**config.mk**
```make
export PLATFORM = sky130hd
export DESIGN_NAME = battleship
export DESIGN_NICKNAME = d
export VERILOG_FILES = /design/src/common/battleshipPkg.sv /design/src/verilog/cursorControl.sv /design/src/fleet/fleetBoard.sv /design/src/fleet/enemyAgent.sv /design/src/verilog/gameControl.sv /design/src/verilog/segDisplay.sv /design/src/verilog/battleship.sv
export VERILOG_INCLUDE_DIRS = /design/src /design/src/common
export SDC_FILE = /design/constraint.sdc
export NUM_CORES = 1
export LEC_CHECK = 0
export ABC_CLOCK_PERIOD_IN_PS = 34500
export BUFFER_PORTS_ARGS = -buffer_cell sky130_fd_sc_hd__buf_4
export CAP_MARGIN = 20
export CORE_ASPECT_RATIO = 0.75
export CORE_MARGIN = 2
export CORE_UTILIZATION = 55
export DETAILED_ROUTE_END_ITERATION = 7
export PLACE_DENSITY_LB_ADDON = 0.05
export REMOVE_ABC_BUFFERS = 1
export SKIP_LAST_GASP = 1
export SYNTH_ARGS = -nofsm -noshare
export SYNTH_HDL_FRONTEND = slang
export SYNTH_SLANG_ARGS = --single-unit
```
**constraint.sdc**
```tcl
create_clock -name clk -period 34.5 [get_ports clk]
set_input_delay 6.9 -clock clk [delete_from_list [all_inputs] [get_ports clk]]
set_output_delay 6.9 -clock clk [all_outputs]
set_load 0.05 [all_outputs]
```
**src/common/battleship_config.svh**
```systemverilog
// --------------------
// Battleship build parameters.
// Board size, fleet limit, turn length and enemy seed.
// --------------------
`ifndef BATTLESHIP_CONFIG_SVH
`define BATTLESHIP_CONFIG_SVH

// Cells per board side.
`define BOARD_SIZE 5

// Largest fleet the player may choose.
`define MAX_SHIPS 5

// Ticks per player turn.
`define TURN_TICKS 12
`define ENEMY_SEED 16'hACE1

`endif

```
**src/common/battleshipPkg.sv**
```systemverilog
// --------------------
// Battleship shared types.
// Coordinates, counts, cell codes and FSM states.
// --------------------
package battleshipPkg;

	typedef logic [2:0] coord_t;
	typedef logic [2:0] count_t;

	// Two bits per board cell.
	typedef enum logic [1:0] {
		cellEmpty = 2'd0,
		cellShip  = 2'd1,
		cellMiss  = 2'd2,
		cellHit   = 2'd3
	} cell_t;

	typedef enum logic [1:0] {
		gamePlaying = 2'd0,
		gameVictory = 2'd2,
		gameDefeat  = 2'd3
	} gameState_t;

	// Game controller FSM.
	typedef enum logic [2:0] {
		selectFleet, placeShips, playerTurn, checkWin,
		enemyTurn, checkLoss, gameOver
	} ctrlState_t;

endpackage

```
**src/verilog/cursorControl.sv**
```systemverilog
// --------------------
// Cursor control.
// One-hot moves step a saturating cursor.
// --------------------
`include "battleship_config.svh"

module cursorControl (
	input  logic clk,
	input  logic rst,
	input  logic [3:0] mov,
	output battleshipPkg::coord_t curX,
	output battleshipPkg::coord_t curY
);

	localparam battleshipPkg::coord_t MAX_POS = 3'(`BOARD_SIZE - 1);

	// Non one-hot values fall to default.
	always_ff @(posedge clk) begin
		if (rst) begin
			curX <= '0;
			curY <= '0;
		end else begin
			case (mov)
				4'b1000: if (curX != '0) curX <= curX - 3'd1;
				4'b0100: if (curY != '0) curY <= curY - 3'd1;
				4'b0010: if (curY != MAX_POS) curY <= curY + 3'd1;
				4'b0001: if (curX != MAX_POS) curX <= curX + 3'd1;
				default: begin
				end
			endcase
		end
	end

endmodule

```
**src/fleet/fleetBoard.sv**
```systemverilog
// --------------------
// Fleet board.
// Stores one side's cells, resolves placements
// and shots, and counts ships still afloat.
// --------------------
`include "battleship_config.svh"

module fleetBoard (
	input  logic clk,
	input  logic rst,
	input  logic clear,
	input  logic place,
	input  logic fire,
	input  battleshipPkg::coord_t cellX,
	input  battleshipPkg::coord_t cellY,
	output logic accepted,
	output logic wasHit,
	output logic [2*`BOARD_SIZE*`BOARD_SIZE-1:0] board,
	output battleshipPkg::count_t shipsLeft
);

	localparam int NUM_CELLS = `BOARD_SIZE * `BOARD_SIZE;

	battleshipPkg::cell_t cells [NUM_CELLS];
	int idx;

	// Row major cell index.
	always_comb begin
		idx = int'(cellY) * `BOARD_SIZE + int'(cellX);
	end

	always_ff @(posedge clk) begin
		if (rst) begin
			for (int i = 0; i < NUM_CELLS; i++) begin
				cells[i] <= battleshipPkg::cellEmpty;
			end
			accepted <= 1'b0;
			wasHit   <= 1'b0;
		end else begin
			accepted <= 1'b0;
			wasHit   <= 1'b0;
			if (clear) begin
				for (int i = 0; i < NUM_CELLS; i++) begin
					cells[i] <= battleshipPkg::cellEmpty;
				end
			end else if (place) begin
				if (cells[idx] == battleshipPkg::cellEmpty) begin
					cells[idx] <= battleshipPkg::cellShip;
					accepted   <= 1'b1;
				end
			end else if (fire) begin
				// Cells already fired at are left alone.
				if (cells[idx] == battleshipPkg::cellEmpty) begin
					cells[idx] <= battleshipPkg::cellMiss;
					accepted   <= 1'b1;
				end else if (cells[idx] == battleshipPkg::cellShip) begin
					cells[idx] <= battleshipPkg::cellHit;
					accepted   <= 1'b1;
					wasHit     <= 1'b1;
				end
			end
		end
	end

	// --------------------
	// Flat board and ship count.
	always_comb begin
		shipsLeft = '0;
		for (int i = 0; i < NUM_CELLS; i++) begin
			board[2*i +: 2] = cells[i];
			if (cells[i] == battleshipPkg::cellShip) begin
				shipsLeft = shipsLeft + 3'd1;
			end
		end
	end

endmodule

```
**src/fleet/enemyAgent.sv**
```systemverilog
// --------------------
// Enemy agent.
// LFSR picks candidate cells for enemy
// placement and enemy shots.
// --------------------
`include "battleship_config.svh"

module enemyAgent (
	input  logic clk,
	input  logic rst,
	input  logic enable,
	output battleshipPkg::coord_t candX,
	output battleshipPkg::coord_t candY
);

	// x^16 + x^14 + x^13 + x^11 + 1, maximal length.
	localparam logic [15:0] TAPS = 16'hB400;

	logic [15:0] lfsr;
	battleshipPkg::coord_t rawX;
	battleshipPkg::coord_t rawY;

	// Folds 5..7 back onto the board.
	function automatic battleshipPkg::coord_t wrapToBoard(input battleshipPkg::coord_t v);
		battleshipPkg::coord_t r;
		if (v >= 3'(`BOARD_SIZE)) begin
			r = v - 3'(`BOARD_SIZE);
		end else begin
			r = v;
		end
		return r;
	endfunction

	always_ff @(posedge clk) begin
		if (rst) begin
			lfsr <= `ENEMY_SEED;
		end else if (enable) begin
			lfsr <= {1'b0, lfsr[15:1]} ^ (lfsr[0] ? TAPS : 16'h0000);
		end
	end

	// Column from the low bits, row above it.
	always_comb begin
		rawX  = lfsr[2:0];
		rawY  = lfsr[5:3];
		candX = wrapToBoard(rawX);
		candY = wrapToBoard(rawY);
	end

endmodule

```
**src/verilog/gameControl.sv**
```systemverilog
// --------------------
// Game control FSM.
// Runs fleet setup, alternating turns and the
// turn timer, and routes actions to both boards.
// --------------------
`include "battleship_config.svh"

module gameControl (
	input  logic clk,
	input  logic rst,
	input  logic confirm,
	input  logic tick,
	input  battleshipPkg::count_t fleetSize,
	input  battleshipPkg::coord_t curX,
	input  battleshipPkg::coord_t curY,
	input  battleshipPkg::coord_t candX,
	input  battleshipPkg::coord_t candY,
	input  logic playerAccepted,
	input  logic enemyAccepted,
	input  battleshipPkg::count_t playerShipsLeft,
	input  battleshipPkg::count_t enemyShipsLeft,
	output logic playerPlace,
	output logic playerFire,
	output logic enemyPlace,
	output logic enemyFire,
	output logic clearBoards,
	output battleshipPkg::coord_t playerCellX,
	output battleshipPkg::coord_t playerCellY,
	output battleshipPkg::coord_t enemyCellX,
	output battleshipPkg::coord_t enemyCellY,
	output logic agentEnable,
	output logic [3:0] turnTime,
	output battleshipPkg::gameState_t gameState
);

	battleshipPkg::ctrlState_t state, nextState;
	battleshipPkg::count_t fleet, playerPlaced, enemyPlaced;
	battleshipPkg::count_t playerCount, enemyCount;
	logic fleetValid;
	logic shotPending;

	// --------------------
	// Requests and routing.
	always_comb begin
		fleetValid  = (fleetSize != '0) && (fleetSize <= 3'(`MAX_SHIPS));
		// Placed so far, including the answer arriving now.
		playerCount = playerPlaced + {2'b00, playerAccepted};
		enemyCount  = enemyPlaced + {2'b00, enemyAccepted};
		playerPlace = (state == battleshipPkg::placeShips) && confirm && (playerCount < fleet);
		enemyPlace  = (state == battleshipPkg::placeShips) && (enemyCount < fleet);
		enemyFire   = (state == battleshipPkg::playerTurn) && confirm && !shotPending &&
			(turnTime != 4'd0);
		playerFire  = (state == battleshipPkg::enemyTurn) && !playerAccepted;
		clearBoards = (state == battleshipPkg::selectFleet);
		agentEnable = enemyPlace || (state == battleshipPkg::enemyTurn);
		playerCellX = (state == battleshipPkg::enemyTurn) ? candX : curX;
		playerCellY = (state == battleshipPkg::enemyTurn) ? candY : curY;
		enemyCellX  = (state == battleshipPkg::placeShips) ? candX : curX;
		enemyCellY  = (state == battleshipPkg::placeShips) ? candY : curY;
	end

	always_comb begin
		nextState = state;
		case (state)
			battleshipPkg::selectFleet:
				if (confirm && fleetValid) nextState = battleshipPkg::placeShips;
			battleshipPkg::placeShips:
				if (playerPlaced == fleet && enemyPlaced == fleet) begin
					nextState = battleshipPkg::playerTurn;
				end
			battleshipPkg::playerTurn:
				if (shotPending && enemyAccepted) begin
					nextState = battleshipPkg::checkWin;
				end else if (turnTime == 4'd0) begin
					nextState = battleshipPkg::enemyTurn;
				end
			battleshipPkg::checkWin:
				nextState = (enemyShipsLeft == '0) ? battleshipPkg::gameOver :
					battleshipPkg::enemyTurn;
			battleshipPkg::enemyTurn:
				if (playerAccepted) nextState = battleshipPkg::checkLoss;
			battleshipPkg::checkLoss:
				nextState = (playerShipsLeft == '0) ? battleshipPkg::gameOver :
					battleshipPkg::playerTurn;
			battleshipPkg::gameOver:
				nextState = battleshipPkg::gameOver;
			default:
				nextState = battleshipPkg::selectFleet;
		endcase
	end

	always_ff @(posedge clk) begin
		if (rst) begin
			state        <= battleshipPkg::selectFleet;
			fleet        <= '0;
			playerPlaced <= '0;
			enemyPlaced  <= '0;
			shotPending  <= 1'b0;
			turnTime     <= 4'd0;
			gameState    <= battleshipPkg::gamePlaying;
		end else begin
			state       <= nextState;
			shotPending <= enemyFire;
			if (state == battleshipPkg::selectFleet && confirm && fleetValid) fleet <= fleetSize;
			if (state == battleshipPkg::placeShips) begin
				playerPlaced <= playerCount;
				enemyPlaced  <= enemyCount;
			end
			// Load on turn entry, count down on tick.
			if (nextState == battleshipPkg::playerTurn && state != battleshipPkg::playerTurn) begin
				turnTime <= 4'(`TURN_TICKS);
			end else if (state == battleshipPkg::playerTurn && tick && turnTime != 4'd0) begin
				turnTime <= turnTime - 4'd1;
			end
			if (state == battleshipPkg::checkWin && enemyShipsLeft == '0) begin
				gameState <= battleshipPkg::gameVictory;
			end
			if (state == battleshipPkg::checkLoss && playerShipsLeft == '0) begin
				gameState <= battleshipPkg::gameDefeat;
			end
		end
	end

endmodule

```
**src/verilog/segDisplay.sv**
```systemverilog
// --------------------
// Two-digit seven-segment encoder.
// Active low gfedcba, tens digit on top.
// --------------------
module segDisplay (
	input  logic [3:0] value,
	output logic [13:0] seg
);

	logic [3:0] tens;
	logic [3:0] ones;

	function automatic logic [6:0] encodeDigit(input logic [3:0] d);
		logic [6:0] s;
		case (d)
			4'd0: s = 7'b1000000;
			4'd1: s = 7'b1111001;
			4'd2: s = 7'b0100100;
			4'd3: s = 7'b0110000;
			4'd4: s = 7'b0011001;
			4'd5: s = 7'b0010010;
			4'd6: s = 7'b0000010;
			4'd7: s = 7'b1111000;
			4'd8: s = 7'b0000000;
			4'd9: s = 7'b0010000;
			default: s = 7'b1111111;
		endcase
		return s;
	endfunction

	always_comb begin
		tens = (value >= 4'd10) ? 4'd1 : 4'd0;
		ones = (value >= 4'd10) ? value - 4'd10 : value;
		seg  = {encodeDigit(tens), encodeDigit(ones)};
	end

endmodule

```
**src/verilog/battleship.sv**
```systemverilog
// --------------------
// Battleship top level.
// Cursor input, game control, two boards,
// enemy agent and three displays.
// --------------------
`include "battleship_config.svh"

module battleship (
	input  logic clk,
	input  logic rst,
	input  logic confirm,
	input  logic tick,
	input  battleshipPkg::count_t fleetSize,
	input  logic [3:0] mov,
	output battleshipPkg::coord_t curX,
	output battleshipPkg::coord_t curY,
	output logic [2*`BOARD_SIZE*`BOARD_SIZE-1:0] playerBoard,
	output logic [2*`BOARD_SIZE*`BOARD_SIZE-1:0] enemyView,
	output battleshipPkg::gameState_t gameState,
	output logic [13:0] dispTime,
	output logic [13:0] dispPlayerShips,
	output logic [13:0] dispEnemyShips
);

	localparam int NUM_CELLS = `BOARD_SIZE * `BOARD_SIZE;

	logic [2*NUM_CELLS-1:0] enemyBoard;
	logic playerPlace, playerFire, enemyPlace, enemyFire, clearBoards;
	logic playerAccepted, enemyAccepted, agentEnable;
	battleshipPkg::coord_t playerCellX, playerCellY, enemyCellX, enemyCellY;
	battleshipPkg::coord_t candX, candY;
	battleshipPkg::count_t playerShipsLeft, enemyShipsLeft;
	logic [3:0] turnTime;

	cursorControl iCursor (.clk(clk), .rst(rst), .mov(mov), .curX(curX), .curY(curY));

	gameControl iControl (
		.clk(clk), .rst(rst), .confirm(confirm), .tick(tick), .fleetSize(fleetSize),
		.curX(curX), .curY(curY), .candX(candX), .candY(candY),
		.playerAccepted(playerAccepted), .enemyAccepted(enemyAccepted),
		.playerShipsLeft(playerShipsLeft), .enemyShipsLeft(enemyShipsLeft),
		.playerPlace(playerPlace), .playerFire(playerFire), .enemyPlace(enemyPlace),
		.enemyFire(enemyFire), .clearBoards(clearBoards),
		.playerCellX(playerCellX), .playerCellY(playerCellY),
		.enemyCellX(enemyCellX), .enemyCellY(enemyCellY),
		.agentEnable(agentEnable), .turnTime(turnTime), .gameState(gameState)
	);

	fleetBoard iPlayerBoard (
		.clk(clk), .rst(rst), .clear(clearBoards), .place(playerPlace), .fire(playerFire),
		.cellX(playerCellX), .cellY(playerCellY), .accepted(playerAccepted), .wasHit(),
		.board(playerBoard), .shipsLeft(playerShipsLeft)
	);

	fleetBoard iEnemyBoard (
		.clk(clk), .rst(rst), .clear(clearBoards), .place(enemyPlace), .fire(enemyFire),
		.cellX(enemyCellX), .cellY(enemyCellY), .accepted(enemyAccepted), .wasHit(),
		.board(enemyBoard), .shipsLeft(enemyShipsLeft)
	);

	enemyAgent iAgent (.clk(clk), .rst(rst), .enable(agentEnable), .candX(candX), .candY(candY));

	segDisplay iTimeDisp (.value(turnTime), .seg(dispTime));
	segDisplay iPlayerDisp (.value({1'b0, playerShipsLeft}), .seg(dispPlayerShips));
	segDisplay iEnemyDisp (.value({1'b0, enemyShipsLeft}), .seg(dispEnemyShips));

	// Hide enemy ships that are still afloat.
	always_comb begin
		for (int i = 0; i < NUM_CELLS; i++) begin
			enemyView[2*i +: 2] = (enemyBoard[2*i +: 2] == battleshipPkg::cellShip) ?
				2'(battleshipPkg::cellEmpty) : enemyBoard[2*i +: 2];
		end
	end

endmodule

```
Yosys cells after proc, flatten, opt, wreduce, memory -nomap -nowiden

Memories as Yosys holds them, arrays and structs flattened.
Index checks and enable logic that the tools add are counted.

$add $sub $neg: 62
Multiply operators: 2
$lt $le $gt $ge: 8
Equality and inequality tests: 72
Muxes and demuxes: 211
Bitwise gates (word level): 55
Reduce and logical (&&, ||, !) cells: 41

Operators by type and width:

| cell                | number |
|---|---|
| $mux 3              | 64 |
| $mux 2              | 84 |
| $add 3x1->3 const B | 48 |
| $eq 2x1->1 const B  | 52 |
| $or 1x1->1          | 54 |
| $mux 1              | 52 |
| $pmux 3 s7          | 1 |
| $mux 4              | 5 |
| $logic_and 1x1->1   | 18 |
| $mux 16             | 1 |
| $xor 15x16->16      | 1 |
| $pmux 3 s2          | 2 |
| $add 5x4->5         | 2 |
| $mul 3x3->5 const B | 2 |
| $mux 5              | 2 |
| $eq 3x2->1 const B  | 3 |
| $eq 3x3->1 const B  | 3 |
| $logic_not 3->1     | 3 |
| $reduce_bool 3->1   | 3 |
| $ge 3x4->1 const B  | 2 |
| $ne 2x1->1 const B  | 4 |
| $reduce_bool 2->1   | 4 |
| $reduce_or 2->1     | 4 |
| $sub 3x4->4 const B | 2 |
| other kinds (24)    | 35 |

Flip-flop bits (word level): 43
RAM bits: 100
ROM bits: 672
Output and inout port bits: 150
Word-level logic and storage cells: 472
Memories: 8

Memories:

| memory          | words | bits a word | rd ports | clocked after Yosys merged registers in | wr ports | RTL line         | RTL |
|---|---|---|---|---|---|---|---|
| (no name shown) | 16    | 7           | 1        | 0                                       | 0        | segDisplay.sv:15 | `case (d)` |
| (no name shown) | 16    | 7           | 1        | 0                                       | 0        | segDisplay.sv:15 |  |
| (no name shown) | 16    | 7           | 1        | 0                                       | 0        | segDisplay.sv:15 |  |
| (no name shown) | 16    | 7           | 1        | 0                                       | 0        | segDisplay.sv:15 |  |
| (no name shown) | 16    | 7           | 1        | 0                                       | 0        | segDisplay.sv:15 |  |
| (no name shown) | 16    | 7           | 1        | 0                                       | 0        | segDisplay.sv:15 |  |
| 2 more memories | -     | -           | -        | -                                       | -        | -                |  |

Logic depth before layout (Yosys ltp)

Gate-level depths: netlist of run 1.
An unclocked memory read counts as a cell.

Word-level depth: 57
Gate-level depth with buffers: 75
Depth with buffers taken out: 75

Modules after synthesis

Synthesis of run 1 repeated with hierarchy kept, for this count alone.

Cell total of the unflattened synthesis: 1625
Area, all modules: 15045.7 um2

Modules (own cells, without submodules):

| module                     | times used | cells each | area each (um2) | sequential area each (um2) |
|---|---|---|---|---|
| fleetBoard at iPlayerBoard | 1          | 617        | 5925.7          | 1961.9 |
| fleetBoard at iEnemyBoard  | 1          | 476        | 4992.3          | 1961.9 |
| segDisplay                 | 3          | 63         | 445.4           | 0.0 |
| gameControl                | 1          | 161        | 1307.5          | 380.4 |
| enemyAgent                 | 1          | 77         | 758.2           | 320.3 |
| cursorControl              | 1          | 54         | 471.7           | 120.1 |
| battleship                 | 1          | 51         | 254.0           | 0.0 |

Worst setup path before layout of run 1

Ideal clock, no wire load.

Kind: register -> output
Start: memory iPlayerBoard.cells[0][0] in the netlist's numbering
End: output port dispPlayerShips[5]
Arrival: 13.394 ns
Path slack: 14.206 ns
Cell stages (with the launch flop): 71
Path through: edfxtp_1 -> nor2b_1 -> ha_1 -> xnor2_1 -> ha_1 -> nand2_1 -> nand2_1 -> ha_1 -> nor2_1 -> a31oi_1 -> ha_1 -> nand2_1 -> nand2_1 -> ha_1 -> nor2_1 -> a31oi_1 -> ha_1 -> nand2_1 -> [... 35 more ...] -> ha_1 -> mux2_2 -> ha_1 -> inv_1 -> a22oi_1 -> ha_1 -> o21ai_0 -> a31oi_1 -> ha_1 -> mux2_2 -> ha_1 -> nand3b_1 -> xnor2_1 -> xnor2_1 -> xnor2_1 -> xnor2_1 -> clkbuf_1 -> o21ai_0

RTL lines:

| item        | RTL line         | RTL |
|---|---|---|
| from (decl) | fleetBoard.sv:24 | `battleshipPkg::cell_t cells [NUM_CELLS];` |
| to (decl)   | battleship.sv:21 | `output logic [13:0] dispPlayerShips,` |

==> results of run 1 <==
worst register-to-register path: cells and delay by family, from the launching register on:
family / cells / cell delay (ns)
mux: 7 / 1.85
compound gates: 14 / 1.90
fa+ha+maj: 23 / 6.39
simple gates: 19 / 2.09
flops: 1 / 0.41
xor+xnor: 5 / 0.72
buf+inv: 6 / 0.45
path summary, 6_finish.rpt:
check | to | startpoint | depth (start not counted) | slack (ns)
min | iControl.gameState[0]$_SDFFE_PP0P_ | iControl.gameState[0]$_SDFFE_PP0P_ | 2 | 0.46
max reg2reg | iControl.turnTime[0]$_SDFFE_PP0P_ | iPlayerBoard.cells[0][0]$_SDFFCE_PN0P_ | 74 | 20.56
max | dispEnemyShips[3] | iEnemyBoard.cells[0][1]$_SDFFCE_PN0P_ | 73 | 13.28
min reg2reg | iControl.gameState[0]$_SDFFE_PP0P_ | iControl.gameState[0]$_SDFFE_PP0P_ | 2 | 0.46
cells by family after synthesis:
group | after synthesis | share of synthesized area (%)
AND/OR/NAND/NOR | 526 | 19.7
AO/OA/AOI/OAI | 190 | 8.63
flip-flops | 171 | 36.7
buffers and inverters | 161 | 5.47
XOR/XNOR | 129 | 10.8
adder cells (fa/ha/maj) | 98 | 9.79
multiplexers | 70 | 8.94
other | 2 | 0.0585
power groups by stage:
stage / clock network [mW] / registers (mW) / logic, mW
2_1_floorplan: 0 / 0.293 / 0.738
3_3_place_gp: 0 / 0.262 / 1.01
3_5_place_dp: 0 / 0.262 / 1.03
4_1_cts: 0.184 / 0.257 / 1.03
5_1_grt: 0.193 / 0.260 / 1.13
6_report: 0.182 / 0.258 / 1.03
metal layers:
layer	vias up	part of all wire, %	wire length, microns
met2	348	43	13300
met4	0	0.46	140
met3	11	7.6	2330
met5	-	0	0
li1	4763	-	-
met1	4686	48	14900
per-stage QoR:
stage	cell area, sq um	cells
2_1_floorplan	12400	1258
3_3_place_gp	13900	1706
3_5_place_dp	13900	1706
4_1_cts	14500	1738
5_1_grt	14500	1740
6_report	14500	1740
Yosys cell counts (30+ instances only):
| cell | number | share of area [%] |
|---|---|---|
| a21oi_1 | 41 | 1.6 |
| nand2_1 | 130 | 3.8 |
| edfxtp_1 | 128 | 30 |
| nor2b_1 | 38 | 1.9 |
| nand3_1 | 30 | 1.2 |
| nor2_1 | 191 | 5.6 |
| xor2_1 | 38 | 2.6 |
| nand2b_1 | 31 | 1.5 |
| ha_1 | 94 | 9.2 |
| inv_1 | 56 | 1.6 |
| xnor2_1 | 73 | 5.0 |
| clkbuf_1 | 75 | 2.2 |
| dfxtp_1 | 43 | 6.7 |
| o21ai_0 | 89 | 3.5 |
| mux4_2 | 33 | 5.8 |
sequential cells by signal (all words and copies together) (netlist names):
name and flops:
iControl.fleet 3, iControl.state 3, iEnemyBoard.accepted 1, iControl.enemyPlaced 3, iControl.playerPlaced 3, iCursor.curY 3, iControl.shotPending 1, iControl.gameState 2
iCursor.curX 3, iPlayerBoard.cells 64, iAgent.lfsr 16, iPlayerBoard.accepted 1, iControl.turnTime 4, iEnemyBoard.cells 64
area by class of cell:
cell class,instances,area share (%)
multi-input combinational,1030,51.8
inverter,57,1.48
clock buffer,18,2.96
sequential,171,32.4
timing repair buffer,150,7.89
clock inverter,14,0.846
tap,300,2.59
placed cells by master, fill, tap and decap left out, drive strengths merged, types with 11 or more instances in the layout:
cell / n
edfxtp: 128
ha: 94
or3: 12
inv: 59
clkbuf: 19
xor2: 39
or2: 14
conb: 17
mux2i: 22
nand2b: 33
and2b: 11
buf: 149
nor2: 191
mux2: 14
xnor2: 74
mux4: 34
dfxtp: 43
nor3: 11
xnor3: 16
and2: 25
nor2b: 38
a21oi: 41
nand3: 30
o21ai: 89
nand2: 130
==> metrics, run 1 <==
vias per inst=between 5 and 6; Resize count post-CTS=0; Clk pwr share=approximately an eighth; hold_ws=0.461 ns; Final min period=21.22 ns; total setup buffers inserted after CTS=0; Hold Crit Class=reg -> reg; clock buffer depth=2; initial antenna violation count=0; P_sw=around 0.74 mW; Critical Path End Type=primary output; PortBufs=143; total grt overflow=0; Power, Total=about 1.5 mW; I/O pin total=161; chip height=~140 microns; gr usage total=around a quarter; post-DR wirelength/cell=around 18 microns; LEAKAGE=between 6 and 7 nW; met2 Use GR=roughly 37%; startpoint types=flip-flop; Max Cap Violations=0; Crit Path Class=reg -> out; TritonCTS buffer count=17; worst endpoint required time=roughly 28 ns; post-synthesis register bit count=roughly 170; slack of the critical path=13.28 ns; Max IR drop VDD=0.141 mV; pin count of the biggest net entering global routing=between 50 and 60; Die Width=~180 microns; CP max stage cell=xnor2_1; placer congestion estimate=0.869; effective utilization at floorplan=roughly 56%; Crit path largest cell delay=~0.73 ns; core area=around 23,000 sq um; Via Count=9,808; Syn. warnings=0; number of global-route vias before repair=just under 9,000; DP Worst Slack=roughly 14 ns; busiest metal layer after global routing=met1; Post-synth EDFFs=~130; FMAX=0.0471 GHz; Worst Tran Pin Value=~0.93 ns; CTS tree=done; drc violations=0; PD cells=102 nW/um^2; drt pass-1 iters=7; antenna cells=0; met3 usage=5.17%; CTS Sinks=~170; Sw Share=50.4%; num rows=between 40 and 50; top_reg_cell synth=edfxtp_1; CTS clk-pin slew, worst paths=about 0.060 ns; Register Area=about 4700 sq um; fin. max-slew vios=0; critical path buffer and inverter count=3; average cell area after synthesis=around 9.5 sq um; footprint of the multi-input gates=7510 sq um; DP Wirelength=approximately 23,000 microns; CP Max Fanout=9; CP most frequent cell=ha_1; Async S/R FF share, synth=0%; Synth Instances=about 1,300; endpoints failing setup=0; Yosys cell types=a little under 70; Mapped Area=about 13,000 sq um; top cell family by delay on the critical path=adder cells; share of cells above drive strength 1=18.8%; remaining antenna violation count=0; status=finished, final reports clean; Tcrit/Tclk final=61.5%; drt first-iter violations=between 800 and 900; Data arrival, critical path=14.32 ns; Hold Buf Count CTS=0; Flop pwr share=17.5%; fin nets=roughly 1,500; Routed WL=between 30,000 and 40,000 microns; RSZ-0062 raised after global routing=false; Slew headroom=between 30 and 40%; CTS root buffer=clkbuf_16; Die ar.=around 25,000 sq um; fillcell total=~2,000; Cell Int Power=roughly 0.73 mW; met1 Resource Use GR=38.5%; clock latency on the worst-skew pair=0.43 ns; Hold Fails Final Rpt=0; Layout area overhead=13.0%; first-pass GRT wire length=around 48,000 microns; Worst Skew=0.0106 ns; Seq/Total Area, Yosys=36.7%; TNS Setup=0 ns; H-tree depth=4; fin util=63.2%; combinational share of power=between 70% and 80%
No activity file was read; power rests on OpenSTA's default activity.
==> run 2, diff against run 1 <==
ABC_CLOCK_PERIOD_IN_PS = 21000   (was 34500)
clock period = 21 ns   (was 34.5 ns; I/O delays follow)
==> metrics, run 2 (same netlist as run 1, synthesis figures left out) <==
number of global-route vias before repair=approximately 9,000; Crit Path Class=reg -> out; Max IR drop VDD=~0.26 mV; drt pass-1 iters=5; H-tree depth=4; biggest regs=iEnemyBoard.cells (64), iPlayerBoard.cells (64), iAgent.lfsr (16); drc violations=0; effective utilization at floorplan=between 50% and 60%; CTS clk-pin slew, worst paths=about 0.07 ns; antenna cells=0; startpoint types=flip-flop; Worst Skew=0.00808 ns; share of cells above drive strength 1=between 10% and 20%; CTS tree=done; DP Wirelength=approximately 23,000 microns; core area=between 20,000 and 25,000 sq um; fin nets=about 1,500; TNS Setup=0 ns; Data arrival, critical path=around 14 ns; CP Max Fanout=9; LEAKAGE=about 6.1 nW; Slew headroom=~37%; first-pass GRT wire length=between 40,000 and 50,000 microns; RSZ-0062 raised after global routing=false; remaining antenna violation count=0; post-DR wirelength/cell=17.7 microns; endpoints failing setup=0; CTS root buffer=clkbuf_16; Via Count=9,933; Power, Total=~2.4 mW; CP most frequent cell=ha_1; commonest non-fill, non-tap cell in the layout=nor2_1; Die Width=between 150 and 200 microns; CTS Sinks=roughly 170; CP max stage cell=xnor2_1; total setup buffers inserted after CTS=0; chip height=136 microns; total grt overflow=0; commonest non-fill, non-tap cells in the layout=nor2_1, buf_4, nand2_1; Layout area overhead=13.1%; TritonCTS buffer count=17; Hold Fails Final Rpt=0; I/O pin total=~160; clock buffer depth=2; gr usage total=25.1%; initial antenna violation count=0; Worst Tran Pin Value=0.945 ns; Resize count post-CTS=0; Tcrit/Tclk final=slightly below 90%; pin count of the biggest net entering global routing=53; clock latency on the worst-skew pair=between 0.4 and 0.5 ns; num rows=48; status=finished, final reports clean; placer congestion estimate=about 0.87; vias per inst=5.71; Critical Path End Type=primary output; Max Cap Violations=0; Hold Crit Class=reg -> reg; Crit path largest cell delay=slightly above 0.7 ns; PD cells=approximately 170 nW/um^2; Final min period=18.53 ns; worst endpoint required time=around 17 ns; fin. max-slew vios=0; Die ar.=approximately 25,000 sq um; drt first-iter violations=roughly 1,000; hold_ws=0.467 ns; FMAX=0.0540 GHz; Routed WL=roughly 31,000 microns; Hold Buf Count CTS=0; PortBufs=approximately 140
==> run 2: final timing paths <==
path | slack, ns | cells past startpoint | end | start
setup / recovery | 2.47 | 73 | dispEnemyShips[3] | iEnemyBoard.cells[0][1]$_SDFFCE_PN0P_
hold / removal | 0.47 | 2 | iControl.gameState[0]$_SDFFE_PP0P_ | iControl.gameState[0]$_SDFFE_PP0P_
setup reg to reg | 7.05 | 74 | iControl.turnTime[0]$_SDFFE_PP0P_ | iPlayerBoard.cells[0][0]$_SDFFCE_PN0P_
hold reg to reg | 0.47 | 2 | iControl.gameState[0]$_SDFFE_PP0P_ | iControl.gameState[0]$_SDFFE_PP0P_
==> run 2: cell type report <==
cell class / instances / area, sq um
multi-input cells: 1030 / 7510
clock inverters: 15 / 150
flip-flops and latches: 171 / 4700
clock buffers: 17 / 425
repair buffers: 150 / 1140
well taps: 300 / 375
fillers: 1958 / 8420
inverters: 57 / 214
==> run 2: through the flow <==
stage	instance area, sq um	instances	utilization [%]	worst slack, ns
3_3_place_gp	13900	1706	60.7	3.18
3_5_place_dp	13900	1706	60.7	2.87
5_1_grt	14500	1740	63.3	1.08
2_1_floorplan	12400	1258	-	3.43
4_1_cts	14500	1738	63.2	2.41
6_report	14500	1740	63.3	2.47
==> run 2: worst max-delay path: cells and delay by family, from the launching register on <==
kind,cells,cell delay [ns]
AND/OR/NAND/NOR,26,2.66
XOR/XNOR,4,1.21
adder cells (fa/ha/maj),23,6.22
flip-flops,1,0.45
buffers and inverters,3,0.28
multiplexers,2,0.69
AO/OA/AOI/OAI,15,2.39
==> run 2: routing by layer <==
layer	GRT usage (%)	up-vias	share of wire (%)
li1	-	4769	-
met1	39.0	4801	49
met2	37.5	351	43
met3	4.31	12	6.8
met4	3.27	0	0.52
met5	0	-	0
==> run 2: where the power goes <==
part           switching, mW  total [mW]  internal, mW
Clock                  0.138       0.313         0.175
Combinational           1.06        1.70         0.642
Sequential            0.0295       0.423         0.394
Total                   1.22        2.43          1.21
==> run 3, diff against run 2 <==
ABC_CLOCK_PERIOD_IN_PS = 18950   (was 21000)
clock period = 18.95 ns   (was 21 ns; I/O delays follow)
==> metrics, run 3 (same netlist as run 1, synthesis figures left out) <==
Routed WL=30,900 microns; Via Count=slightly below 10,000; dpl cells=1,706; Sw Share=between 50 and 60%; initial antenna violation count=0; post-DR wirelength/cell=approximately 18 microns; Worst Tran Pin Value=0.930 ns; gr usage total=25.4%; LEAKAGE=approximately 6.1 nW; commonest non-fill, non-tap cells in the layout=nor2_1, buf_4, nand2_1; num rows=48; first-pass GRT wire length=about 48,000 microns; effective utilization at floorplan=around 56%; CTS root buffer=clkbuf_16; clock latency on the worst-skew pair=about 0.44 ns; status=finished, final reports clean; Critical Path End Type=primary output; chip height=136 microns; Non-Filler Instances=1,742; Data arrival, critical path=about 14 ns; vias per inst=between 5 and 6; CP most frequent cell=ha_1; RSZ-0062 raised after global routing=false; Hold Crit Class=reg -> reg; CP Max Fanout=11; CTS clk-pin slew, worst paths=about 0.070 ns; Power, Total=between 2 and 3 mW; Slew headroom=between 30% and 40%; core area=22,900 sq um; H-tree depth=4; CP max stage cell=edfxtp_1; pin count of the biggest net entering global routing=between 50 and 60; combinational share of power=between 70% and 80%; drt pass-1 iters=5; commonest non-fill, non-tap cell in the layout=nor2_1; fin nets=approximately 1,500; Tcrit/Tclk final=approximately 94%; PortBufs=between 100 and 150; Final min period=approximately 18 ns; drt first-iter violations=around 800; share of cells above drive strength 1=between 10% and 20%; Die ar.=~25,000 sq um; Clk pwr share=between 10% and 20%; clock buffer depth=2; Layout area overhead=13.1%; Die Width=around 180 microns; remaining antenna violation count=0; total grt overflow=0; Flop pwr share=approximately 17%; Worst Skew=just under 0.009 ns; Max Cap Violations=0; Crit path largest cell delay=~0.4 ns; startpoint types=flip-flop; fin. max-slew vios=0; biggest regs=iEnemyBoard.cells (64), iPlayerBoard.cells (64), iAgent.lfsr (16); antenna cells=0; placer congestion estimate=around 0.87; CTS Sinks=between 150 and 200; TNS Setup=0 ns; Hold Fails Final Rpt=0; drc violations=0; I/O pin total=161; PD cells=around 190 nW/um^2; Hold Buf Count CTS=0; CTS tree=done; endpoints failing setup=0; Cell Int Power=about 1.3 mW; TritonCTS buffer count=17; Max IR drop VDD=between 0.2 and 0.3 mV; P_sw=between 1 and 1.5 mW; fin util=a little over three fifths; number of global-route vias before repair=approximately 9,000; Crit Path Class=reg -> out; worst endpoint required time=roughly 15 ns; DP Wirelength=between 20,000 and 25,000 microns; FMAX=0.0563 GHz
run 3: what timing repair did:
action | 4_1_cts | 5_1_grt
resized for setup | 0 | 1
buffers inserted | 0 | 2
setup endpoints to repair | 0 | 7
run 3: worst max-delay path, delay by kind of cell, from the launching register on:
kind / cells / cell delay (ns)
adder cells (fa/ha/maj): 23 / 6.38
multiplexers: 8 / 2.21
AO/OA/AOI/OAI: 13 / 1.63
AND/OR/NAND/NOR: 15 / 1.45
XOR/XNOR: 5 / 0.78
buffers and inverters: 7 / 0.66
flip-flops: 1 / 0.41
run 3: cell type report:
cell class              count  area [sq um]
fillers                  1993          8420
well taps                 300           375
clock buffers              18           429
multi-input cells        1030          7520
flip-flops and latches    171          4700
repair buffers            152          1160
inverters                  57           214
clock inverters            14           121
run 3: per-stage QoR:
| stage | cell area (sq um) | hold slack (ns) | setup WS, ns |
|---|---|---|---|
| CTS | 14500 | 0.468 | 0.685 |
| floorplan | 12400 | 0.441 | 1.79 |
| global placement | 13900 | 0.456 | 1.54 |
| global route | 14500 | 0.494 | 0.0512 |
| finish | 14500 | 0.463 | 1.20 |
| detailed placement | 13900 | 0.453 | 1.17 |
run 3: path summary, 6_finish.rpt:
kind | startpoint | to | slack, ns | depth (start not counted)
setup reg to reg | iPlayerBoard.cells[0][0]$_SDFFCE_PN0P_ | iControl.turnTime[1]$_SDFFE_PP0P_ | 4.95 | 74
hold / removal | iControl.gameState[0]$_SDFFE_PP0P_ | iControl.gameState[0]$_SDFFE_PP0P_ | 0.46 | 2
hold reg to reg | iControl.gameState[0]$_SDFFE_PP0P_ | iControl.gameState[0]$_SDFFE_PP0P_ | 0.46 | 2
setup / recovery | iPlayerBoard.cells[0][0]$_SDFFCE_PN0P_ | dispPlayerShips[0] | 1.20 | 71
run 3: metal layers:
metal	track usage, %	up-vias	wire length (microns)
met4	4.93	0	259
met1	38.5	4695	15000
met2	37.8	344	13400
met5	0	-	0
li1	-	4779	-
met3	4.96	20	2180
run 3: power groups by stage:
| stage | combinational, mW | clock, mW | sequential (mW) |
|---|---|---|---|
| after floorplan | 1.34 | 0 | 0.534 |
| after global placement | 1.84 | 0 | 0.476 |
| after detailed placement | 1.88 | 0 | 0.477 |
| after CTS | 1.89 | 0.334 | 0.469 |
| after global routing | 2.07 | 0.351 | 0.473 |
| final | 1.91 | 0.332 | 0.469 |
